$ cat config.mk
export PLATFORM = sky130hd
export DESIGN_NAME = l1d_tag_ram
export DESIGN_NICKNAME = d
export VERILOG_FILES = /design/src/l1d_tag_ram.sv
export VERILOG_INCLUDE_DIRS = /design/src
export SDC_FILE = /design/constraint.sdc
export NUM_CORES = 1
export LEC_CHECK = 0
export ABC_AREA = 1
export BUFFER_PORTS_ARGS = -buffer_cell sky130_fd_sc_hd__buf_2
export CAP_MARGIN = 20
export CORE_MARGIN = 4
export CORE_UTILIZATION = 60
export DETAILED_ROUTE_END_ITERATION = 10
export MAX_ROUTING_LAYER = met4
export PLACE_DENSITY_LB_ADDON = 0.05
export SLEW_MARGIN = 20
export SYNTH_ARGS = -nofsm -noshare
export SYNTH_HDL_FRONTEND = slang
export SYNTH_SLANG_ARGS = --single-unit
export TNS_END_PERCENT = 20
$ cat constraint.sdc
create_clock -name clk -period 1.7 [get_ports clk]
set_clock_uncertainty 0.2 [all_clocks]
set_input_delay 0.17 -clock clk [delete_from_list [all_inputs] [get_ports clk]]
set_output_delay 0.17 -clock clk [all_outputs]
set_load 0.03 [all_outputs]
$ cat src/l1d_defs.svh
// ------------------------------
// Sizes for a 4-way, 64-set cache with 16-byte lines
// The offset, index and tag widths must add up to the address width
// ------------------------------
`ifndef L1D_DEFS_SVH
`define L1D_DEFS_SVH

// ------------------------------
// Core side
// ------------------------------

`define L1D_ADDR_WIDTH 32
`define L1D_DATA_WIDTH 32

// One enable per byte of the core word
`define L1D_BE_WIDTH 4

// Encoded access size, 1, 2 or 4 bytes
`define L1D_SIZE_WIDTH 2

// ------------------------------
// Cache geometry
// ------------------------------

// Full line, also the MAU ack data width
`define L1D_LINE_WIDTH 128

`define L1D_WAY_NUM 4
`define L1D_SET_NUM 64

// Address split, tag on top
`define L1D_OFFSET_WIDTH 4
`define L1D_IDX_WIDTH 6
`define L1D_TAG_WIDTH 22

`endif
$ cat src/l1d_tag_ram.sv
// ------------------------------
// Read-first, the old tag and valid bit come out on a write
// Valid bits are only ever set, reset is the sole way to clear them
// ------------------------------
`timescale 1ns/100ps
`default_nettype none

`include "l1d_defs.svh"

module l1d_tag_ram (
	input wire clk,
	input wire rst_n,
	input wire en,
	input wire we,
	input wire [`L1D_IDX_WIDTH-1:0] idx,
	input wire [`L1D_TAG_WIDTH-1:0] wtag,
	output logic [`L1D_TAG_WIDTH-1:0] rtag,
	output logic rvalid
);

	logic [`L1D_TAG_WIDTH-1:0] tag_mem [`L1D_SET_NUM];
	logic [`L1D_SET_NUM-1:0] valid_r;

	// Tag array, no reset
	always_ff @(posedge clk) begin
		if (en) begin
			if (we) begin
				tag_mem[idx] <= wtag;
			end
			rtag <= tag_mem[idx];
		end
	end

	// Valid bits live in flops so reset can clear all sets at once
	always_ff @(posedge clk or negedge rst_n) begin
		if (!rst_n) begin
			valid_r <= '0;
			rvalid <= 1'b0;
		end else if (en) begin
			if (we) begin
				valid_r[idx] <= 1'b1;
			end
			rvalid <= valid_r[idx];
		end
	end

endmodule

`default_nettype wire

==> results of run 1 <==
logic make-up after synthesis:
group,count (synthesis)
flip-flops,1495
buffers and inverters,364
AND/OR/NAND/NOR,2383
AO/OA/AOI/OAI,706
placed cells by master (no fill, tap or decap), drive strengths merged:
cell type,netlist,final
edfxtp,1430,1430
a22oi,50,50
clkinv,1,63
dlygate4sd3,0,31
nor2,167,167
or2,92,92
nand2,1996,1996
clkbuf,95,186
nor3,8,8
dfrtp,65,65
o21ai,208,208
nand3,38,38
clkinvlp,0,1
buf,170,551
bufinv,0,13
nand3b,35,35
o21a,10,10
o211ai,8,8
nand4,47,47
inv,98,104
diode,0,2
a21oi,430,430
metal layers:
layer  vias to the layer above  GRT usage  share of wire
met5                         -          -              0
met4                         0      0.141          0.043
met3                       374     0.0573          0.098
met2                      2129      0.535           0.47
met1                     19800      0.476           0.39
li1                      18000          -              -
area by class of cell:
| class | instances | area share |
|---|---|---|
| Antenna cell | 2 | 0.0000685 |
| Tap cell | 1287 | 0.0220 |
| Clock inverter | 82 | 0.0103 |
| Inverter | 99 | 0.00539 |
| Multi-Input combinational cell | 3089 | 0.206 |
| Timing Repair Buffer | 582 | 0.0917 |
| Sequential cell | 1495 | 0.610 |
| Clock buffer | 186 | 0.0543 |
through the flow:
step	instances	setup WS, ps	total power, W	instance area (sq um)
2_1_floorplan	4948	-420	0.0436	60100
3_3_place_gp	6527	-975	0.0463	66800
3_5_place_dp	6527	-987	0.0464	66800
4_1_cts	6823	-236	0.0782	72400
5_1_grt	6821	-233	0.0805	73100
6_report	6822	-216	0.0783	73100
path summary, 6_finish.rpt:
| check | slack [ps] | to | cells past startpoint |
|---|---|---|---|
| worst max-delay path | -220 | rtag[15] | 1 |
| worst min-delay path | 10 | rtag[3]$_DFFE_PP_ | 8 |
| worst max register to register | -140 | rtag[0]$_DFFE_PP_ | 9 |
| worst min register to register | 260 | valid_r[24]$_DFFE_PN0P_ | 2 |
| max in group asynchronous | 550 | valid_r[59]$_DFFE_PN0P_ | 4 |
| min in group asynchronous | 210 | valid_r[20]$_DFFE_PN0P_ | 3 |
sequential cells by signal, summed over array words and instances, names as in the netlist:
| signal | cells |
|---|---|
| valid_r | 64 |
| rtag | 22 |
| rvalid | 1 |
| tag_mem | 1408 |
power by group through the flow:
stage	Clock [W]	Combinational, W	Sequential (W)
2_1_floorplan	0	0.00205	0.0415
5_1_grt	0.0340	0.00582	0.0407
3_3_place_gp	0	0.00486	0.0415
6_report	0.0321	0.00547	0.0407
3_5_place_dp	0	0.00494	0.0415
4_1_cts	0.0323	0.00521	0.0407
timing repair:
item | 4_1_cts | 5_1_grt
gates resized for setup | 225 | 264
setup endpoints to repair | 45 | 1081
pin swaps | 41 | 129
hold endpoints to repair | 1524 | 14
hold buffers | 30 | 3
==> metrics, run 1 <==
# port buffers 54; CP max stage delay about 560 ps; initial antenna violation count 3; Tmin final 1920 ps; Register Area 44600 sq um; number of max-slew violations in the final report 0; Cell Chain, Critical Path buf_6; Reg clk slew, reported paths around 60 ps; CTS tree yes; hold wc startpoint idx[2]; setup ws final -216 ps; synth unique cells 28; most numerous cell in the Yosys netlist nand2_1; worst slew pin tran about 570 ps; multiplexer area fraction after synthesis 0; Worst Path Max Fanout 1; start of the worst register-to-register path tag_mem[15][0]$_DFFE_PP_; main combinational cell family by area after synthesis simple AND/OR/NAND/NOR gates; Internal 0.0609 W; WP data arrival approximately 1600 ps; Peak supply drop 937 uV; Initial Util 0.604; top_reg_cell synth edfxtp_1; compound-cell area share of the yosys netlist 0.0623; syn_nets 4980; fillers 6285; Mapped Area 59400 sq um; via count 40300; RSZ-0062 raised after global routing true; startpoint types flop; Synth Area in Simple Gates 0.160; #FFs+latches synth 1495; Mapped Avg Cell Area 12.0 sq um; main area contributors after synthesis edfxtp_1 (72%), nand2_1 (13%), a21oi_1 (3.6%); vias in the first global route 38300; clock latency on the worst-skew pair 760 ps; Core Footprint around 100000 sq um; clock share of power 0.410; pwr dens 1070 nW/um^2; achievable frequency between 500 and 600 MHz; nets around 5400; Post-synth EDFFs 1430; Synth warnings 0; Tot GR Track Use 0.349; delay-heaviest family, CP flip-flops; status finished with violations; Sw Share 0.222; CP endpoint kind output pin; Final TNS setup -2810 ps; synth-to-layout area growth 23.1%; largest net degree at the start of global routing 65; Fin. Hold Viols 0; DPL Wire Length 106000 um; Seq pwr share 0.520; failing checks setup timing; class of the worst hold path input port to flop; cell taking the most area after synthesis edfxtp_1; Static Leak roughly 27 nW; Buf+Inv Stages, Crit Path 1; drt first-iter violations 5387; I/O pin count 55; global-route wire length before repair 255000 um; CTS HTree Levels 4; Setup-failing EPs final 38; setup repair bufs after CTS 0; total die area 104000 sq um; Required @ worst endpoint 1330 ps; CTS Buf Count about 150; final core occ 0.744; CTS Buffer Depth 3; switching power 0.0174 W; Rel. slew slack 0.618; DRC viols 0; fraction of layout cells with a size suffix above 1 0.212; gpl congestion about 0.95; # Max-Cap Violations 0; Rows 115; Synth top area share 0.723; via-per-instance ratio 5.91; grt ovf 0; Synth top cells by count nand2_1 (1992), edfxtp_1 (1430), a21oi_1 (430); Setup crit start rtag[15]$_DFFE_PP_; CTS root buf clkbuf_16; Routed wire per std cell 25.6 um; Hold WS 13.7 ps; drt pass-1 iters 8; WS Path Type flop to output pin; antenna-violating nets left 0; die height roughly 320 um; Final Cycle Share 1.13; footprint of the multi-input gates 15100 sq um; ys async rst share 0.0435; WL final 175000 um; Clock Sink Count 1495; Post-Synth Adder-Cell Area 0; Gate Count Post-Synth 4948; Die W 323 um; post-synthesis sequential area ratio 0.750; XOR/XNOR share of the synthesized area 0; Comb power frac 0.070; Slowest-stage cell, CP edfxtp_1
Note: power is estimated with default switching activity, not from simulation.
==> run 2: changes to the inputs <==
Settings changed: CORE_UTILIZATION 60 to 57, HOLD_SLACK_MARGIN set to 0.06.
Clock period 1.7 ns to 1.75 ns, I/O delays scaled along.
==> metrics, run 2 (synthesis gave the netlist of run 1 again) <==
status finished with violations; failing checks setup timing; reg2reg setup slack -150 ps; Fin. Hold Viols 0; biggest regs tag_mem: 1408 flops, valid_r: 64 flops, rtag: 22 flops; antenna-violating nets left 0; Tot GR Track Use 0.344; Worst Path Max Fanout 1; DPL Wire Length 113000 um; grt ovf 0; CP Depth 1; number of max-slew violations in the final report 0; # Max-Cap Violations 0; Tmin final 2050 ps; Initial Util 0.574; global-route wire length before repair 261000 um; CTS tree yes; CP endpoint kind output pin; synth-to-layout area growth 23.1%; CP max stage delay 710 ps; delay-heaviest family, CP flip-flops; Reg clk slew, reported paths around 60 ps; class of the worst hold path input port to flop; pwr dens 1040 nW/um^2; drt pass-1 iters 6; non-filler cells, final 6920; Static Leak 27.1 nW; number of flip-flops in the largest register between 1000 and 1500; die height 331 um; commonest non-fill, non-tap cells in the layout nand2_1 (1812), edfxtp_1 (1430), a21oi_1 (422), buf_4 (320), buf_12 (188); Core Footprint slightly above 100000 sq um; WL final 181000 um; nets roughly 5500; via count 40300; Reg-to-Reg End rtag[20]$_DFFE_PP_; CTS Buf Count 149; WS Path Type flop to output pin; Final Cycle Share 1.17; largest net degree at the start of global routing 66; setup ws final -305 ps; Setup crit start rtag[2]$_DFFE_PP_; Buf+Inv Stages, Crit Path 1; Rel. slew slack 0.523; I/O pin count 55; RSZ-0062 raised after global routing true; startpoint types flop; # port buffers 54; most flop-heavy register tag_mem; Clock Sink Count about 1500; drt first-iter violations 5281; Slowest-stage cell, CP edfxtp_1; initial antenna violation count 2; worst slew pin tran 715 ps; Die W 331 um; CTS Buffer Depth 3; R2R depth 9; CTS HTree Levels 4; DRC viols 0; CTS root buf clkbuf_16; clock latency on the worst-skew pair 770 ps; Peak supply drop 1270 uV; CP Capture Point rtag[2]; Setup-failing EPs final 34; setup repair bufs after CTS 0; achievable frequency about 490 MHz; Routed wire per std cell around 26 um; vias in the first global route 38500; WP data arrival 1680 ps; Cell Chain, Critical Path buf_6; Required @ worst endpoint between 1000 and 1500 ps; start of the worst register-to-register path tag_mem[54][20]$_DFFE_PP_; commonest non-fill, non-tap cell in the layout nand2_1; Final TNS setup -2780 ps; gpl congestion 0.937; Cells after DPL 6629; pre-CTS setup slack -1050 ps; fraction of layout cells with a size suffix above 1 0.204; total die area around 110000 sq um; via-per-instance ratio 5.82; Rows 118
## run 2: cell types whose count changed in the layout (fill, tap and decap cells not counted), sizes merged
cell / before / now
inv: 104 / 105
clkbuf: 186 / 188
dlygate4sd3: 31 / 29
buf: 551 / 563
bufinv: 13 / 12
clkinv: 63 / 56
## run 2: final cells by class
| class | instances | area (sq um) |
|---|---|---|
| antenna | 2 | 5.00 |
| clock buffer | 188 | 3930 |
| clock inverter | 75 | 800 |
| fill | 7168 | 30400 |
| inverter | 99 | 394 |
| multi-input combinational | 3089 | 14800 |
| sequential | 1495 | 44600 |
| tap | 1380 | 1730 |
| timing repair buffer | 592 | 6910 |
## run 2: power breakdown
| group | internal [W] | switching (W) | total [W] |
|---|---|---|---|
| registers | 0.0394 | 0.000177 | 0.0396 |
| clock network | 0.0178 | 0.0133 | 0.0311 |
| logic | 0.00182 | 0.00361 | 0.00542 |
## run 2: worst min path at each step
stage / depth (start not counted) / from / to / slack (ps)
floorplan: 0 / rst_n / rvalid$_DFFE_PN0P_ / -320
global placement: 2 / rst_n / valid_r[31]$_DFFE_PN0P_ / 30
detailed placement: 2 / rst_n / valid_r[18]$_DFFE_PN0P_ / 30
CTS: 6 / idx[5] / valid_r[57]$_DFFE_PN0P_ / 70
global route: 6 / idx[5] / valid_r[59]$_DFFE_PN0P_ / 130
finish: 2 / wtag[18] / tag_mem[60][18]$_DFFE_PP_ / 120
## run 2: timing repair
action / CTS / global route
cloned: 0 / 0
setup endpoints to repair: 45 / 45
resized for setup: 214 / 181
pin swaps: 46 / 88
hold endpoints to repair: 1527 / 0
hold buffers: 29 / 0
## run 2: per-layer routing
layer / vias up / routed length (um) / GRT usage
li1: 18100 / - / -
met1: 19900 / 71500 / 0.468
met2: 1987 / 85300 / 0.524
met3: 311 / 17300 / 0.0634
met4: 0 / 7270 / 0.132
met5: - / 0 / -
## run 2: metrics by stage
stage          utilization  hold WS [ps]  instance area (sq um)  total power [W]
6_report             0.706           122                  73100           0.0761
5_1_grt              0.706           130                  73100           0.0783
4_1_cts              0.701          71.6                  72600           0.0762
3_5_place_dp         0.648          31.0                  67000           0.0453
3_3_place_gp         0.648          33.5                  67000           0.0453
2_1_floorplan            -          -321                  60100           0.0423
