--- src/l1d_defs.svh ---
// ------------------------------
// Sizes for a 4-way, 64-set cache with 16-byte lines
// The offset, index and tag widths must add up to the address width
// ------------------------------
`ifndef L1D_DEFS_SVH
`define L1D_DEFS_SVH

// ------------------------------
// Core side
// ------------------------------

`define L1D_ADDR_WIDTH 32
`define L1D_DATA_WIDTH 32

// One enable per byte of the core word
`define L1D_BE_WIDTH 4

// Encoded access size, 1, 2 or 4 bytes
`define L1D_SIZE_WIDTH 2

// ------------------------------
// Cache geometry
// ------------------------------

// Full line, also the MAU ack data width
`define L1D_LINE_WIDTH 128

`define L1D_WAY_NUM 4
`define L1D_SET_NUM 64

// Address split, tag on top
`define L1D_OFFSET_WIDTH 4
`define L1D_IDX_WIDTH 6
`define L1D_TAG_WIDTH 22

`endif
--- src/l1d_pkg.sv ---
// ------------------------------
// Size field: 1 and 2 give that many bytes, any other value a full word
// ------------------------------
`default_nettype none

`include "l1d_defs.svh"

package l1d_pkg;

	// Core operation codes
	typedef enum logic [1:0] {
		RD,
		WR,
		RDNC,
		WRNC
	} l1d_cop_e;

	// Address as seen by the arrays
	typedef struct packed {
		logic [`L1D_TAG_WIDTH-1:0] tag;
		logic [`L1D_IDX_WIDTH-1:0] idx;
		logic [`L1D_OFFSET_WIDTH-1:0] offset;
	} l1d_addr_fields_s;

	typedef union packed {
		logic [`L1D_ADDR_WIDTH-1:0] word;
		l1d_addr_fields_s fld;
	} l1d_addr_u;

	// ------------------------------
	// Port bundles
	// ------------------------------

	typedef struct packed {
		l1d_cop_e cop;
		l1d_addr_u addr;
		logic [`L1D_DATA_WIDTH-1:0] wdata;
		logic [`L1D_SIZE_WIDTH-1:0] size;
	} l1d_core_req_s;

	// Byte enables are word-relative
	typedef struct packed {
		logic nc;
		logic we;
		logic [`L1D_ADDR_WIDTH-1:0] addr;
		logic [`L1D_DATA_WIDTH-1:0] wdata;
		logic [`L1D_BE_WIDTH-1:0] be;
	} l1d_mau_req_s;

	// One bit per way, at most one set
	typedef logic [`L1D_WAY_NUM-1:0] l1d_way_vec_t;

endpackage

`default_nettype wire

--- src/l1d_ctrl.sv ---
// ------------------------------
// One request in flight, core request must be word-aligned
// Read hits are answered from the arrays, everything else waits on the MAU
// ------------------------------
`timescale 1ns/100ps
`default_nettype none

`include "l1d_defs.svh"

module l1d_ctrl (
	input wire clk,
	input wire rst_n,
	input wire core_req_val,
	input wire l1d_pkg::l1d_core_req_s core_req,
	output logic core_req_ack,
	output logic [`L1D_DATA_WIDTH-1:0] core_ack_data,
	output logic mau_req_val,
	output l1d_pkg::l1d_mau_req_s mau_req,
	input wire mau_req_ack,
	input wire [`L1D_LINE_WIDTH-1:0] mau_ack_data,
	output l1d_pkg::l1d_way_vec_t ram_en,
	output l1d_pkg::l1d_way_vec_t tag_we,
	output l1d_pkg::l1d_way_vec_t data_we,
	output logic [`L1D_IDX_WIDTH-1:0] ram_idx,
	output logic [`L1D_TAG_WIDTH-1:0] ram_wtag,
	output logic [`L1D_LINE_WIDTH-1:0] ram_wdata,
	output logic [`L1D_LINE_WIDTH/8-1:0] ram_wbe,
	input wire [`L1D_WAY_NUM-1:0][`L1D_TAG_WIDTH-1:0] way_rtag,
	input wire l1d_pkg::l1d_way_vec_t way_rvalid,
	input wire [`L1D_WAY_NUM-1:0][`L1D_LINE_WIDTH-1:0] way_rdata,
	output logic lru_lookup,
	output logic lru_update,
	output l1d_pkg::l1d_way_vec_t tag_match,
	input wire lru_hit,
	input wire l1d_pkg::l1d_way_vec_t lru_hit_way,
	input wire l1d_pkg::l1d_way_vec_t lru_victim
);

	import l1d_pkg::*;

	localparam int LINE_BYTES = `L1D_LINE_WIDTH / 8;
	localparam int WORDS = `L1D_LINE_WIDTH / `L1D_DATA_WIDTH;

	typedef enum logic [2:0] {IDLE, LOOKUP, COMPARE, MAU_WAIT, RESPOND} state_e;

	state_e state_r;
	state_e state_nx;
	l1d_core_req_s req_r;
	l1d_way_vec_t way_r;
	logic hit_r;
	logic [`L1D_LINE_WIDTH-1:0] line_r;
	logic [`L1D_LINE_WIDTH-1:0] hit_line;
	logic [`L1D_OFFSET_WIDTH-3:0] word_sel;
	logic [`L1D_BE_WIDTH-1:0] be;
	logic req_nc;
	logic req_rd;
	logic req_wr;
	logic read_hit;
	logic fill;
	logic merge;

	assign req_nc = (req_r.cop == RDNC) || (req_r.cop == WRNC);
	assign req_rd = (req_r.cop == RD);
	assign req_wr = (req_r.cop == WR);
	assign word_sel = req_r.addr.fld.offset[`L1D_OFFSET_WIDTH-1:2];

	assign read_hit = (state_r == COMPARE) && req_rd && lru_hit;
	// Refill of the victim, or byte merge into the hit way
	assign fill = (state_r == RESPOND) && req_rd;
	assign merge = (state_r == RESPOND) && req_wr && hit_r;

	// ------------------------------
	// FSM
	// ------------------------------
	always_comb begin
		state_nx = state_r;
		case (state_r)
			IDLE: begin
				if (core_req_val) begin
					state_nx = (core_req.cop == RDNC || core_req.cop == WRNC) ? MAU_WAIT : LOOKUP;
				end
			end
			LOOKUP: state_nx = COMPARE;
			COMPARE: state_nx = read_hit ? IDLE : MAU_WAIT;
			MAU_WAIT: begin
				if (mau_req_ack) begin
					state_nx = RESPOND;
				end
			end
			default: state_nx = IDLE;
		endcase
	end

	always_ff @(posedge clk or negedge rst_n) begin
		if (!rst_n) begin
			state_r <= IDLE;
			hit_r <= 1'b0;
		end else begin
			state_r <= state_nx;
			if (state_r == COMPARE) begin
				hit_r <= lru_hit;
			end
		end
	end

	// Request, selected way and MAU line
	always_ff @(posedge clk) begin
		if (state_r == IDLE && core_req_val) begin
			req_r <= core_req;
		end
		if (state_r == COMPARE) begin
			way_r <= lru_hit ? lru_hit_way : lru_victim;
		end
		if (mau_req_ack) begin
			line_r <= mau_ack_data;
		end
	end

	// ------------------------------
	// Lookup
	// ------------------------------
	always_comb begin
		hit_line = '0;
		for (int w = 0; w < `L1D_WAY_NUM; w++) begin
			tag_match[w] = way_rvalid[w] && (way_rtag[w] == req_r.addr.fld.tag);
			hit_line = hit_line | (way_rdata[w] & {`L1D_LINE_WIDTH{lru_hit_way[w]}});
		end
	end

	assign lru_lookup = (state_r == COMPARE);
	// Write hits leave the age order alone
	assign lru_update = read_hit || fill;

	// ------------------------------
	// Core response
	// ------------------------------
	assign core_req_ack = read_hit || (state_r == RESPOND);

	always_comb begin
		if (state_r == COMPARE) begin
			core_ack_data = hit_line[word_sel*`L1D_DATA_WIDTH +: `L1D_DATA_WIDTH];
		end else if (req_nc) begin
			core_ack_data = line_r[`L1D_DATA_WIDTH-1:0];
		end else begin
			core_ack_data = line_r[word_sel*`L1D_DATA_WIDTH +: `L1D_DATA_WIDTH];
		end
	end

	// ------------------------------
	// MAU request
	// ------------------------------
	always_comb begin
		case (req_r.size)
			2'd1: be = 4'b0001;
			2'd2: be = 4'b0011;
			default: be = 4'b1111;
		endcase
	end

	assign mau_req_val = (state_r == MAU_WAIT);

	always_comb begin
		mau_req.nc = req_nc;
		mau_req.we = (req_r.cop == WR) || (req_r.cop == WRNC);
		// Cacheable reads fetch the whole line
		mau_req.addr = req_rd ?
			{req_r.addr.word[`L1D_ADDR_WIDTH-1:`L1D_OFFSET_WIDTH], {`L1D_OFFSET_WIDTH{1'b0}}} :
			req_r.addr.word;
		mau_req.wdata = req_r.wdata;
		mau_req.be = be;
	end

	// ------------------------------
	// Array writes
	// ------------------------------
	assign ram_idx = req_r.addr.fld.idx;
	assign ram_wtag = req_r.addr.fld.tag;
	assign ram_wdata = fill ? line_r : {WORDS{req_r.wdata}};
	assign ram_wbe = fill ? '1 : (LINE_BYTES'(be) << {word_sel, 2'b00});

	assign ram_en = (state_r == LOOKUP) ? '1 : ((fill || merge) ? way_r : '0);
	assign tag_we = fill ? way_r : '0;
	assign data_we = (fill || merge) ? way_r : '0;

endmodule

`default_nettype wire

--- config.mk ---
export PLATFORM = sky130hd
export DESIGN_NAME = l1d_ctrl
export DESIGN_NICKNAME = d
export VERILOG_FILES = /design/src/l1d_pkg.sv /design/src/l1d_ctrl.sv
export VERILOG_INCLUDE_DIRS = /design/src
export SDC_FILE = /design/constraint.sdc
export NUM_CORES = 1
export LEC_CHECK = 0
export BUFFER_PORTS_ARGS = -buffer_cell sky130_fd_sc_hd__buf_2
export CAP_MARGIN = 20
export CELL_PAD_IN_SITES_DETAIL_PLACEMENT = 0
export CELL_PAD_IN_SITES_GLOBAL_PLACEMENT = 1
export CORE_AREA = 4 4 424 426
export CTS_CLUSTER_DIAMETER = 80
export DETAILED_ROUTE_END_ITERATION = 10
export DIE_AREA = 0 0 428 430
export GPL_TIMING_DRIVEN = 0
export PLACE_DENSITY = 0.31
export SYNTH_ARGS = -nofsm -noshare
export SYNTH_HDL_FRONTEND = slang
export SYNTH_SLANG_ARGS = --single-unit
--- constraint.sdc ---
create_clock -name clk -period 8.5 [get_ports clk]
set_input_delay 1.275 -clock clk [delete_from_list [all_inputs] [get_ports clk]]
set_output_delay 1.275 -clock clk [all_outputs]
set_load 0.05 [all_outputs]
==> impl_metrics.py <==
metrics = {
    "synthesis": {
        "synthCells": 1286,
        "synth_top_area_frac": 0.430,
        "syn_avg_cell_area_um2": 10.9,
        "synth_cell_types": 44,
        "synth.largest_area_cell": "edfxtp_1",
        "async_flop_share": 0.0196,
        "yosysMostFrequentCell": "edfxtp_1",
        "yosysSeqAreaShare": 0.437,
        "synth_area_um2": 14000,
        "synth-main-ff-cell": "edfxtp_1",
        "synth_edf_count": 200,
        "synth-seq-cells": 204,
        "syn_nets": 2100,
        "synth_common_cells": "edfxtp_1 (200), a21o_1 (129), a22o_1 (128)",
        "synth_area_leaders": "edfxtp_1 (43%), a22o_1 (8.0%), a21o_1 (6.9%), a22oi_1 (5.2%), buf_4 (5.1%)",
        "synth-warning-count": 0,
    },
    "timing": {
        "period_needed_ns": 5.97,
        "grt_setup_unrepaired": "no",
        "hold_viol": 0,
        "max_slew.worst_pin.slew_ns": 1.29,
        "slew_violations": 0,
        "skew_ns": 0.0131,
        "slew_headroom": 0.138,
        "period_share": 0.703,
        "max_freq_ghz": 0.167,
        "setup_viol": 0,
    },
    "place": {
        "dpl-instance-area_um2": 22800,
        "globalplace.congestion": 0.930,
        "numPortBuffers": 1100,
        "hpwl_um": 143000,
    },
    "critical_path": {
        "reg2reg_from": "state_r[2]",
        "startpoint_type": "flop",
        "arrival_ns": 4.70,
        "cp_max_fo": 10,
        "reg2reg_depth": 6,
        "path_class": "flop to primary output",
        "end_kind": "primary output",
        "required_ns": 7.22,
        "r2r_slack_ns": 5.43,
        "reg2reg_to": "hit_r",
    },
    "floorplan": {
        "die_w_um": 428,
        "core_um2": 176000,
        "die_h_um": 430,
        "placement_rows": 154,
        "pin_count": 1107,
        "start_util": 0.0795,
        "die_area_um2": 184000,
    },
    "clock_network": {
        "cts_sinks": 204,
        "cts_tree": "done",
        "clk_pin_slew_ns": 0.05,
        "clockBufferDepth": 3,
        "post_cts_buffers": 0,
        "cts_resized": 0,
        "root_buffer": "clkbuf_16",
        "htreeDepth": 2,
        "cts_hold_buf": 0,
        "numCtsBuffers": 35,
        "clk_latency_ns": 0.57,
    },
    "route": {
        "routedWlPerCell_um": 33.6,
        "vias": 17253,
        "wl_met3_um": 14300,
        "dr_wl_met2_um": 83000,
        "highest_layer": "met5",
        "dr.pass1.iters": 5,
        "wl_um": 163000,
        "drt_iter0_drc": 1649,
        "viasPerCell": 3.56,
        "ant_nets": 0,
        "wl_met1_um": 63000,
        "post-route-drc-count": 0,
    },
    "grt": {
        "grtUsageTotal": 0.168,
        "grt_pass1_wl_um": 201000,
        "antenna_found_initial": 123,
        "grt_max_degree": 73,
        "first_global_vias": 17784,
        "grt.overflow.total": 0,
    },
    "run_status": {
        "outcome": "complete, no violations",
    },
    "cells_and_area": {
        "area_growth_pct": 71.0,
        "fin_area_um2": 23900,
        "nets": 3266,
        "drive_gt1_frac": 0.553,
        "final_util": 0.136,
    },
    "power_and_ir_drop": {
        "powerDensity_nw_per_um2": 244,
        "p_leak_uw": 0.0106,
        "peakVddDrop_mv": 0.108,
    },
    "flow_run": {
        "drv_cap": 0,
    },
    "hold_path": {
        "worst_hold_path_type": "primary input to asynchronous set/reset pin",
    },
}
==> final cells by class <==
cell class	count	area, µm²
Clock buffer	39	891
Tap cell	2340	2930
Multi-Input combinational cell	858	6620
Fill cell	20448	152000
Timing Repair Buffer	1129	5870
Buffer	219	1250
Antenna cell	34	85.1
Clock inverter	19	133
Inverter	5	18.8
Sequential cell	204	6110
==> power breakdown <==
| part | internal [µW] | leakage [µW] | switching [µW] |
|---|---|---|---|
| Combinational | 847 | 0.00815 | 2270 |
| Sequential | 1250 | 0.00196 | 124 |
| Clock | 780 | 0.000490 | 566 |
| Total | 2880 | 0.0106 | 2960 |
==> routing by layer <==
| layer | vias to the layer above | GRT usage |
|---|---|---|
| li1 | 7484 | - |
| met1 | 8592 | 0.196 |
| met2 | 919 | 0.304 |
| met3 | 202 | 0.0568 |
| met4 | 56 | 0.0197 |
| met5 | - | 0 |
==> cell usage in the layout (no fill, tap or decap), drive strengths merged, types with 34 or more instances in the layout <==
| cell | instances |
|---|---|
| edfxtp | 200 |
| clkbuf | 129 |
| a221oi | 65 |
| xor2 | 60 |
| and2 | 41 |
| a21o | 129 |
| diode | 34 |
| mux2 | 37 |
| a21oi | 34 |
| buf | 1258 |
| nor3 | 40 |
| a22o | 128 |
| a22oi | 96 |
| o21ai | 42 |
==> registers in the layout (all words and copies together), names as in the netlist <==
name      count
hit_r         1
line_r      128
mau_req      32
ram_idx       6
ram_wtag     22
req_r         8
state_r       3
way_r         4
==> worst max path at each step <==
stage	from	to	slack [ns]	depth (start not counted)
floorplan	core_req_val	mau_req[10]	2.94	1
global placement	core_req_val	ram_idx[5]	-2.22	2
detailed placement	req_r[37]	core_ack_data[25]	2.76	7
CTS	req_r[37]	core_ack_data[25]	2.09	7
global route	req_r[37]	core_ack_data[25]	2.32	7
finish	req_r[37]	core_ack_data[27]	2.53	7
==> logic make-up (layout without fill, tap and decap cells) <==
group	Yosys count	count (layout)	share of synthesized area
fa+ha+maj	1	1	0.000895
mux	37	37	0.0298
compound gates	592	592	0.325
other cells	1	35	0.000268
flops	204	204	0.437
simple gates	139	139	0.0620
xor+xnor	88	88	0.0551
buf+inv	224	1411	0.0904
==> per-stage QoR <==
| step | std cells | hold WS [ns] | setup TNS [ns] | setup WS (ns) | total power [µW] |
|---|---|---|---|---|---|
| floorplan | 1286 | 0.505 | 0 | 2.94 | 3160 |
| global placement | 4726 | 0.532 | -148.90 | -2.22 | 4570 |
| detailed placement | 4755 | 0.540 | 0 | 2.76 | 4620 |
| CTS | 4813 | 0.444 | 0 | 2.09 | 6030 |
| global route | 4819 | 0.464 | 0 | 2.32 | 6110 |
| finish | 4847 | 0.513 | 0 | 2.53 | 5840 |
==> worst max-delay path: stages, from the launching register on <==
cell and delay, ns:
edfxtp_1 0.57, clkbuf_1 0.57, buf_2 0.64, buf_1 0.79
a22oi_1 0.20, o21ai_0 0.78, o31a_1 0.25, buf_2 0.27
(Power assumes the default switching activity.)
